File: config.mk
export PLATFORM = sky130hd
export DESIGN_NAME = motor_offset_top
export DESIGN_NICKNAME = d
export VERILOG_FILES = /design/src/flight_pkg.sv /design/src/throttle_offset_gen.sv /design/src/tilt_offset_gen.sv /design/src/yaw_trim_gen.sv /design/src/motor_offset_top.sv
export VERILOG_INCLUDE_DIRS = /design/src
export SDC_FILE = /design/constraint.sdc
export NUM_CORES = 1
export LEC_CHECK = 0
export BUFFER_PORTS_ARGS = -buffer_cell sky130_fd_sc_hd__buf_2
export CAP_MARGIN = 20
export CORE_MARGIN = 2
export CORE_UTILIZATION = 49
export CTS_BUF_LIST = sky130_fd_sc_hd__clkbuf_4
export CTS_CLUSTER_SIZE = 40
export DETAILED_ROUTE_END_ITERATION = 8
export HOLD_SLACK_MARGIN = 0.06
export PLACE_DENSITY = 0.71
export REMOVE_ABC_BUFFERS = 1
export SLEW_MARGIN = 20
export SYNTH_ARGS = -nofsm -noshare
export SYNTH_HDL_FRONTEND = slang
export SYNTH_SLANG_ARGS = --single-unit
File: constraint.sdc
create_clock -name clk -period 2.1 [get_ports clk]
set_clock_uncertainty 0.05 [all_clocks]
set_input_delay 0.525 -clock clk [delete_from_list [all_inputs] [get_ports clk]]
set_output_delay 0.525 -clock clk [all_outputs]
set_load 0.01 [all_outputs]
File: src/yaw_trim_table.svh
`ifndef YAW_TRIM_TABLE_SVH
`define YAW_TRIM_TABLE_SVH

// Trims per throttle regime (low, mid, high) and yaw band, motors 1 to 4
localparam motor_trims_t yaw_trim_table [3][yaw_band_count] = '{
	'{ // Low regime, throttle 6 to 10
		'{8'sd0, -8'sd2, 8'sd15, 8'sd12},
		'{8'sd0, -8'sd1, 8'sd12, 8'sd8},
		'{8'sd0, 8'sd0, 8'sd8, 8'sd6},
		'{8'sd0, 8'sd0, 8'sd4, 8'sd2},
		'{8'sd0, 8'sd0, 8'sd0, 8'sd0},       // Yaw dead zone
		'{8'sd3, 8'sd2, 8'sd0, 8'sd0},
		'{8'sd6, 8'sd4, -8'sd1, 8'sd0},
		'{8'sd9, 8'sd8, -8'sd2, 8'sd1},
		'{8'sd13, 8'sd10, -8'sd3, 8'sd2},
		'{8'sd17, 8'sd14, -8'sd4, 8'sd3}
	},
	'{ // Mid regime, throttle 11 to 30
		'{-8'sd15, -8'sd15, 8'sd15, 8'sd10},
		'{-8'sd12, -8'sd12, 8'sd12, 8'sd8},
		'{-8'sd8, -8'sd8, 8'sd8, 8'sd5},
		'{-8'sd5, -8'sd5, 8'sd5, 8'sd2},
		'{8'sd0, 8'sd0, 8'sd0, 8'sd0},       // Yaw dead zone
		'{8'sd2, 8'sd2, -8'sd2, -8'sd2},
		'{8'sd4, 8'sd4, -8'sd4, -8'sd4},
		'{8'sd6, 8'sd6, -8'sd8, -8'sd8},
		'{8'sd8, 8'sd8, -8'sd12, -8'sd12},
		'{8'sd10, 8'sd10, -8'sd15, -8'sd15}
	},
	'{ // High regime, throttle above 30
		'{-8'sd20, -8'sd20, 8'sd0, 8'sd0},
		'{-8'sd15, -8'sd15, 8'sd0, 8'sd0},
		'{-8'sd10, -8'sd10, 8'sd0, 8'sd0},
		'{-8'sd5, -8'sd5, 8'sd0, 8'sd0},
		'{8'sd0, 8'sd0, 8'sd0, 8'sd0},       // Yaw dead zone
		'{8'sd0, 8'sd0, -8'sd4, -8'sd4},
		'{8'sd0, 8'sd0, -8'sd8, -8'sd8},
		'{8'sd0, 8'sd0, -8'sd12, -8'sd12},
		'{8'sd0, 8'sd0, -8'sd16, -8'sd16},
		'{8'sd0, 8'sd0, -8'sd20, -8'sd20}
	}
};

`endif

File: src/flight_pkg.sv
package flight_pkg;

	typedef logic [7:0] stick_t;          // Raw stick reading
	typedef logic [7:0] offset_t;         // Unsigned motor offset
	typedef logic signed [7:0] trim_t;    // Two's complement yaw trim
	typedef logic [3:0] motor_mask_t;     // Bit 0 is motor 1
	typedef logic [1:0] yaw_regime_t;     // 0 low, 1 mid, 2 high
	typedef logic [3:0] yaw_band_t;

	typedef struct packed {
		stick_t throttle;
		stick_t pitch;
		stick_t roll;
		stick_t yaw;
	} pilot_cmd_t;

	typedef struct packed {
		offset_t motor_1;
		offset_t motor_2;
		offset_t motor_3;
		offset_t motor_4;
	} motor_offsets_t;

	typedef struct packed {
		trim_t motor_1;
		trim_t motor_2;
		trim_t motor_3;
		trim_t motor_4;
	} motor_trims_t;

	localparam stick_t throttle_floor = 8'd2;       // Up to here the motors idle
	localparam stick_t throttle_ceiling = 8'd40;
	localparam offset_t throttle_base = 8'd8;

	localparam stick_t tilt_band_width = 8'd3;
	localparam stick_t tilt_low_limit = 8'd18;      // Top of the low side
	localparam stick_t tilt_high_start = 8'd23;     // 19 to 22 is the dead zone
	localparam stick_t tilt_ceiling = 8'd40;
	localparam offset_t tilt_max_mag = 8'd6;

	localparam stick_t yaw_regime_low_min = 8'd6;   // Below this the trims hold
	localparam stick_t yaw_regime_mid_min = 8'd11;
	localparam stick_t yaw_regime_high_min = 8'd31;

	localparam int yaw_band_count = 10;

	// Upper limits of bands 0 to 8, the last band takes everything above 38
	localparam stick_t yaw_band_limits [yaw_band_count-1] = '{
		8'd5, 8'd10, 8'd15, 8'd18, 8'd22, 8'd25, 8'd30, 8'd35, 8'd38
	};

endpackage

File: src/throttle_offset_gen.sv
module throttle_offset_gen #(
	parameter int unsigned throttle_extra = 15
) (
	input  logic                       clk,
	input  logic                       arst_n,
	input  flight_pkg::stick_t         throttle,
	output flight_pkg::motor_offsets_t offsets
);

	import flight_pkg::*;

	logic           in_band;
	offset_t        half_up;
	offset_t        level;
	motor_offsets_t offsets_d;

	// Active between 3 and 40 inclusive
	assign in_band = (throttle > throttle_floor) && (throttle <= throttle_ceiling);

	// Half the reading, rounded up
	assign half_up = offset_t'(throttle[7:1]) + offset_t'(throttle[0]);

	assign level = throttle_base + half_up + offset_t'(throttle_extra);

	always_comb
	begin
		offsets_d = '0;               // Idle or out of range
		if (in_band)
		begin
			offsets_d.motor_1 = level;
			offsets_d.motor_2 = level;
			offsets_d.motor_3 = level;
			offsets_d.motor_4 = level;
		end
	end

	always_ff @(posedge clk or negedge arst_n)
	begin
		if (!arst_n)
		begin
			offsets <= '0;
		end
		else
		begin
			offsets <= offsets_d;     // One cycle after the stick sample
		end
	end

endmodule

File: src/tilt_offset_gen.sv
module tilt_offset_gen #(
	parameter flight_pkg::motor_mask_t low_pair = 4'b0101,
	parameter flight_pkg::motor_mask_t high_pair = 4'b1010
) (
	input  logic                       clk,
	input  logic                       arst_n,
	input  flight_pkg::stick_t         tilt,
	output flight_pkg::motor_offsets_t offsets
);

	import flight_pkg::*;

	logic           low_side;
	logic           high_side;
	offset_t        low_step;
	offset_t        high_step;
	offset_t        mag;
	motor_mask_t    sel;
	motor_offsets_t offsets_d;

	assign low_side = (tilt <= tilt_low_limit);
	assign high_side = (tilt >= tilt_high_start) && (tilt <= tilt_ceiling);

	// Bottom band spans 0 to 3, so the steps count from a reading of 1
	assign low_step = (tilt == '0) ? '0 : offset_t'((tilt - 8'd1) / tilt_band_width);

	// Only meaningful on the high side
	assign high_step = offset_t'((tilt - tilt_high_start) / tilt_band_width);

	always_comb
	begin
		sel = '0;                     // Dead zone and out of range
		mag = '0;
		if (low_side)
		begin
			sel = low_pair;
			mag = tilt_max_mag - low_step;   // 6 falling to 1
		end
		else if (high_side)
		begin
			sel = high_pair;
			mag = high_step + 8'd1;          // 1 rising to 6
		end
	end

	assign offsets_d = '{
		motor_1: sel[0] ? mag : '0,
		motor_2: sel[1] ? mag : '0,
		motor_3: sel[2] ? mag : '0,
		motor_4: sel[3] ? mag : '0
	};

	always_ff @(posedge clk or negedge arst_n)
	begin
		if (!arst_n)
		begin
			offsets <= '0;
		end
		else
		begin
			offsets <= offsets_d;
		end
	end

endmodule

File: src/yaw_trim_gen.sv
module yaw_trim_gen (
	input  logic                     clk,
	input  logic                     arst_n,
	input  flight_pkg::stick_t       throttle,
	input  flight_pkg::stick_t       yaw,
	output flight_pkg::motor_trims_t trims
);

	import flight_pkg::*;

`include "yaw_trim_table.svh"

	logic         active;
	yaw_regime_t  regime;
	yaw_band_t    band;
	motor_trims_t trims_d;

	// At idle throttle the previous trims stay in place
	assign active = (throttle >= yaw_regime_low_min);

	always_comb
	begin
		if (throttle >= yaw_regime_high_min)
		begin
			regime = 2'd2;
		end
		else if (throttle >= yaw_regime_mid_min)
		begin
			regime = 2'd1;
		end
		else
		begin
			regime = 2'd0;            // Also covers idle, which never loads
		end
	end

	// Lowest band whose upper limit covers the reading
	always_comb
	begin
		band = yaw_band_t'(yaw_band_count - 1);
		for (int i = yaw_band_count - 2; i >= 0; i--)
		begin
			if (yaw <= yaw_band_limits[i])
			begin
				band = yaw_band_t'(i);
			end
		end
	end

	assign trims_d = yaw_trim_table[regime][band];

	always_ff @(posedge clk or negedge arst_n)
	begin
		if (!arst_n)
		begin
			trims <= '0;
		end
		else if (active)
		begin
			trims <= trims_d;
		end
	end

endmodule

File: src/motor_offset_top.sv
module motor_offset_top #(
	parameter int unsigned throttle_extra = 15
) (
	input  logic                       clk,
	input  logic                       arst_n,
	input  flight_pkg::pilot_cmd_t     cmd,
	output flight_pkg::motor_offsets_t throttle_out,
	output flight_pkg::motor_offsets_t pitch_out,
	output flight_pkg::motor_offsets_t roll_out,
	output flight_pkg::motor_trims_t   yaw_out
);

	import flight_pkg::*;

	localparam motor_mask_t pitch_low_pair = 4'b0101;   // Motors 1 and 3
	localparam motor_mask_t pitch_high_pair = 4'b1010;  // Motors 2 and 4
	localparam motor_mask_t roll_low_pair = 4'b0110;    // Motors 2 and 3
	localparam motor_mask_t roll_high_pair = 4'b1001;   // Motors 1 and 4

	throttle_offset_gen #(
		.throttle_extra (throttle_extra)
	) throttle_gen (
		.clk      (clk),
		.arst_n   (arst_n),
		.throttle (cmd.throttle),
		.offsets  (throttle_out)
	);

	tilt_offset_gen #(
		.low_pair  (pitch_low_pair),
		.high_pair (pitch_high_pair)
	) pitch_gen (
		.clk     (clk),
		.arst_n  (arst_n),
		.tilt    (cmd.pitch),
		.offsets (pitch_out)
	);

	tilt_offset_gen #(
		.low_pair  (roll_low_pair),
		.high_pair (roll_high_pair)
	) roll_gen (
		.clk     (clk),
		.arst_n  (arst_n),
		.tilt    (cmd.roll),
		.offsets (roll_out)
	);

	// Yaw also needs throttle to pick the regime
	yaw_trim_gen yaw_gen (
		.clk      (clk),
		.arst_n   (arst_n),
		.throttle (cmd.throttle),
		.yaw      (cmd.yaw),
		.trims    (yaw_out)
	);

endmodule

==> flow_results.org <==
** Critical path
- Largest stage delay, worst path :: 450 ps
- The worst setup path is launched from an input pin.
- Buffers and inverters on the worst path :: 4
- Gate family responsible for the most delay along the worst path :: compound AO/OA/AOI/OAI gates
- Critical Path End Type :: register
- Of all nets on the critical path, the largest fanout is 4.
- Class of the most critical setup path :: input pin to register
- List of cells traversed by the critical path :: buf_8, inv_6, ha_4, or3b_4, a31oi_4, o21ai_1, o211ai_1, a31oi_2, a211oi_2, a21oi_2, ha_4, nand3_2, mux2i_1, a311oi_1, and3_4, o21ai_4, nand3b_1, inv_2, ha_4, buf_6, xnor2_2, o21ba_2
- Slowest cell on crit path :: sky130_fd_sc_hd__or3b_4
- The cell that appears most often on the critical path is sky130_fd_sc_hd__ha_4.
- R2R setup slack :: 1310 ps
- Data arrival, critical path :: 4140 ps
- Crit path required time :: 2390 ps

** CTS
- Clk buf depth :: 2
- Number of buffers created by CTS :: 9
- After clock tree synthesis, the clock-pin slew on the worst setup and hold paths is 120 ps.
- Clock tree from TritonCTS :: built
- Clock latency on the worst-skew pair, taken at its later pin, is 440 ps.
- The root buffer cell chosen for the clock tree is sky130_fd_sc_hd__clkbuf_4.
- The H-tree was split into 3 levels.
- The tree built by TritonCTS fans out to 64 sinks.

** Power and ir drop
- The completed layout was analyzed and its total power is 5340 uW.
- The internal power of the cells totals 3270 uW.
- Power density relative to cell area :: 479 nW/um^2
- Net switching is 38.8% of the power.
- The clock network accounts for 19.5% of the total power.
- The worst-case IR drop observed on VDD is 0.243 mV.
- Net Switching :: 2070 uW
- Combinational logic burns 55.4% of the power.
- The analysis attributes to cell leakage a power of 0.00538 uW.
- Sequential cell fraction of total power :: 25.1%

** Die
- After floorplanning, the core was divided into 44 placement rows.
- Floorplan die width :: 125 um
- The floorplan step defined a core boundary enclosing 14400 sq um.
- Die Ht :: 125 um
- Starting Density :: 49.7%
- 162 I/O pins were placed.
- Floorplan die area :: 15600 sq um

** STA
- In this run the tightest slew margin relative to its limit is 62.0%.
- Final Hold Vio Count :: 0
- The final number of max-transition violations is 0.
- Setup repair after global routing could not meet its margin everywhere.
- Post-route worst hold slack :: 412 ps
- Setup tns final :: -36010 ps
- Transition time at the pin with the least slew margin :: 569 ps
- Final clock period utilization by the worst path :: 183%
- Post-layout min period :: 3850 ps
- Derived from the worst setup path, the maximum achievable clock frequency is 260 MHz.
- Post-route setup slack :: -1750 ps
- Setup violations remaining at the end of the flow were counted as 24.

** GRT
- Entering global routing, the biggest net connects 65 pins.
- The first global-routing pass estimated 40600 um of wire.
- Initial antenna violation count :: 0
- The number of global-route vias before repair is 8547.
- Remaining Overflow, GRT :: 0
- Global routing consumed, over all layers together, 30.8% of the routing resources.

** Detailed routing
- In the routed layout, each cell is associated on average with a via count of 5.77.
- After detailed routing, the number of remaining DRC violations is 0.
- In the final routed layout, each cell accounts on average for 16.7 um.
- Overall routed net length :: 26000 um
- Iter 0 DRT Violations :: 767
- Number of detailed-route iterations in the first pass :: 5
- The routed layout has 8998 vias.
- The detail route stage leaves a number of antenna-violating nets equal to 0.

** Logic synthesis
- Total of flip-flops plus latches after synthesis :: 64
- Proportion of netlist area held by the largest area contributor :: 22.4%
- The synthesized design contains 0 enable-type register cells.
- Yosys attributes the largest share of cell area to sky130_fd_sc_hd__dfrtp_1 22%, sky130_fd_sc_hd__buf_4 6.7%, sky130_fd_sc_hd__nor2_1 5.2%, sky130_fd_sc_hd__nand2_1 5.0%, sky130_fd_sc_hd__a21oi_1 4.8%.
- Library cell with the highest instance count after synthesis :: sky130_fd_sc_hd__nor2_1
- By count the netlist is led by 98 x sky130_fd_sc_hd__nor2_1, 96 x sky130_fd_sc_hd__nand2_1, 68 x sky130_fd_sc_hd__a21oi_1, 64 x sky130_fd_sc_hd__buf_4, 64 x sky130_fd_sc_hd__dfrtp_1.
- During synthesis, Yosys emitted a total of 0 warnings.
- Seq/Total Area, Yosys :: 22.4%
- Cell type contributing the most total cell area after synthesis :: sky130_fd_sc_hd__dfrtp_1
- Mean Syn Cell Area :: 7.49 sq um
- Yosys cell types :: 96
- Synthesis handed over a netlist of 953 instances.
- In this run the cell area of the synthesized design comes to 7140 sq um.
- Top flip-flop cell by instance count after synthesis :: sky130_fd_sc_hd__dfrtp_1
- Of all flip-flops after synthesis, the portion carrying an async set or reset was 100%.

** Place
- Final GP Congestion :: 0.947
- Timing analysis after detailed placement gives a worst setup slack of -2520 ps.
- The placed instances occupy a cell area of 9950 sq um.
- Summed over all nets, the half-perimeter wirelength after detailed placement is 18200 um.
- Port buffering added 161 buffers.

** Run status
- Outcome :: finished, violations left
- The final reports fail on negative setup slack.

** Cells and area
- Counting the fill cells in the layout gives 961.
- In the final layout, the share of cells above drive strength 1 is 48.8%.
- Diode insertion count for antenna repair :: 0
- NumNets Final :: 1428
- The finished cells cover 11100 sq um.
- From synthesis to final layout, the design area changed by 55.9%.

** Flow run
- Maximum Capacitance Violations :: 0

** Hold path
- In this run the worst hold path is classified as input pin to register.
## worst reg2reg max path, delay by kind of cell (launching register included)
family	cells	cell delay [ps]
AOI/OAI and AO/OA	2	240
DFF	1	400
## worst paths after layout
path                                   startpoint                        to  depth (start not counted)
min in group asynchronous                  arst_n      roll_gen.offsets[24]                          3
worst max register to register  yaw_gen.trims[28]         yaw_gen.trims[28]                          2
worst max-delay path                       cmd[9]      roll_gen.offsets[18]                         22
max in group asynchronous                  arst_n      roll_gen.offsets[17]                          3
worst min register to register  yaw_gen.trims[17]         yaw_gen.trims[17]                          2
worst min-delay path                      cmd[30]  throttle_gen.offsets[29]                          4
## metrics by stage
step,std cells,utilization [%]
3_5_place_dp,1510,69.3
2_1_floorplan,839,-
5_1_grt,1559,77.5
3_3_place_gp,1510,69.3
4_1_cts,1550,75.1
6_report,1559,77.5
## registers in the layout, indices dropped and copies added, names as in the netlist
signal	flops
yaw_gen.trims	24
pitch_gen.offsets	16
roll_gen.offsets	16
throttle_gen.offsets	8
## cell usage in the layout, fill, tap and decap left out, types with 6 or more instances in the layout
cell type,synthesis,routed
sky130_fd_sc_hd__o21ai_0,62,49
sky130_fd_sc_hd__nand2b_1,6,6
sky130_fd_sc_hd__a21o_1,10,10
sky130_fd_sc_hd__and2_1,9,7
sky130_fd_sc_hd__nor2_2,1,8
sky130_fd_sc_hd__o211ai_1,11,11
sky130_fd_sc_hd__nor3_2,1,7
sky130_fd_sc_hd__o22ai_1,9,8
sky130_fd_sc_hd__a21oi_1,68,57
sky130_fd_sc_hd__nor2_1,98,90
sky130_fd_sc_hd__o21ai_1,5,12
sky130_fd_sc_hd__xor2_1,11,9
sky130_fd_sc_hd__buf_6,4,21
sky130_fd_sc_hd__nand3b_1,6,6
sky130_fd_sc_hd__buf_2,17,155
sky130_fd_sc_hd__o31a_1,7,7
sky130_fd_sc_hd__clkbuf_4,0,9
sky130_fd_sc_hd__nand2_1,96,93
sky130_fd_sc_hd__ha_1,24,16
sky130_fd_sc_hd__nand3_1,28,25
sky130_fd_sc_hd__inv_1,29,20
sky130_fd_sc_hd__a211oi_2,0,6
sky130_fd_sc_hd__nand4_1,11,11
sky130_fd_sc_hd__o221ai_1,7,6
sky130_fd_sc_hd__ha_4,0,7
sky130_fd_sc_hd__nor3_1,28,20
sky130_fd_sc_hd__or3_1,10,7
sky130_fd_sc_hd__and3_1,9,6
sky130_fd_sc_hd__a21oi_2,2,11
sky130_fd_sc_hd__a211oi_1,14,8
sky130_fd_sc_hd__buf_4,64,334
sky130_fd_sc_hd__xnor2_1,36,33
sky130_fd_sc_hd__o31ai_1,8,8
sky130_fd_sc_hd__conb_1,1,6
sky130_fd_sc_hd__dfrtp_1,64,64
sky130_fd_sc_hd__nor2b_1,7,6
sky130_fd_sc_hd__a31oi_1,21,18
sky130_fd_sc_hd__o2111ai_1,7,7
## power by group through the flow
stage / registers [uW] / clock network [uW] / logic, uW
after global routing: 1350 / 1080 / 3180
after detailed placement: 1360 / 0 / 2380
after CTS: 1340 / 1030 / 2720
after floorplan: 1420 / 0 / 1120
after global placement: 1360 / 0 / 2340
final: 1340 / 1040 / 2960
## kinds of logic after synthesis
family          Yosys count  share of synthesized area (%)
fa+ha+maj                25                           4.35
mux                       5                          0.718
flops                    64                           22.4
other cells               1                         0.0525
simple gates            357                           25.2
buf+inv                 148                           11.9
compound gates          305                           29.3
xor+xnor                 48                           6.15
## final cells by class
type	count	area, sq um	area share [%]
clock buffers	9	67.6	0.607
well taps	184	230	2.07
clock inverters	7	95.1	0.854
repair buffers	520	3690	33.1
multi-input cells	746	5330	47.8
flip-flops and latches	64	1600	14.4
inverters	29	124	1.11
## what timing repair did
item,CTS,global route
gates resized for setup,121,60
pin swaps,59,41
hold buffers,1,0
endpoints found under the setup margin,26,40
buffers inserted,25,9
hold endpoints to repair,64,0
## per-layer routing
layer	global-route usage (%)	routed length [um]	vias to the layer above
li1	-	-	4262
met1	38.1	10800	4229
met2	54.6	12800	411
met3	4.38	1470	96
met4	11.2	889	0
met5	0	0	-
Power figures use the tool's default switching activity.
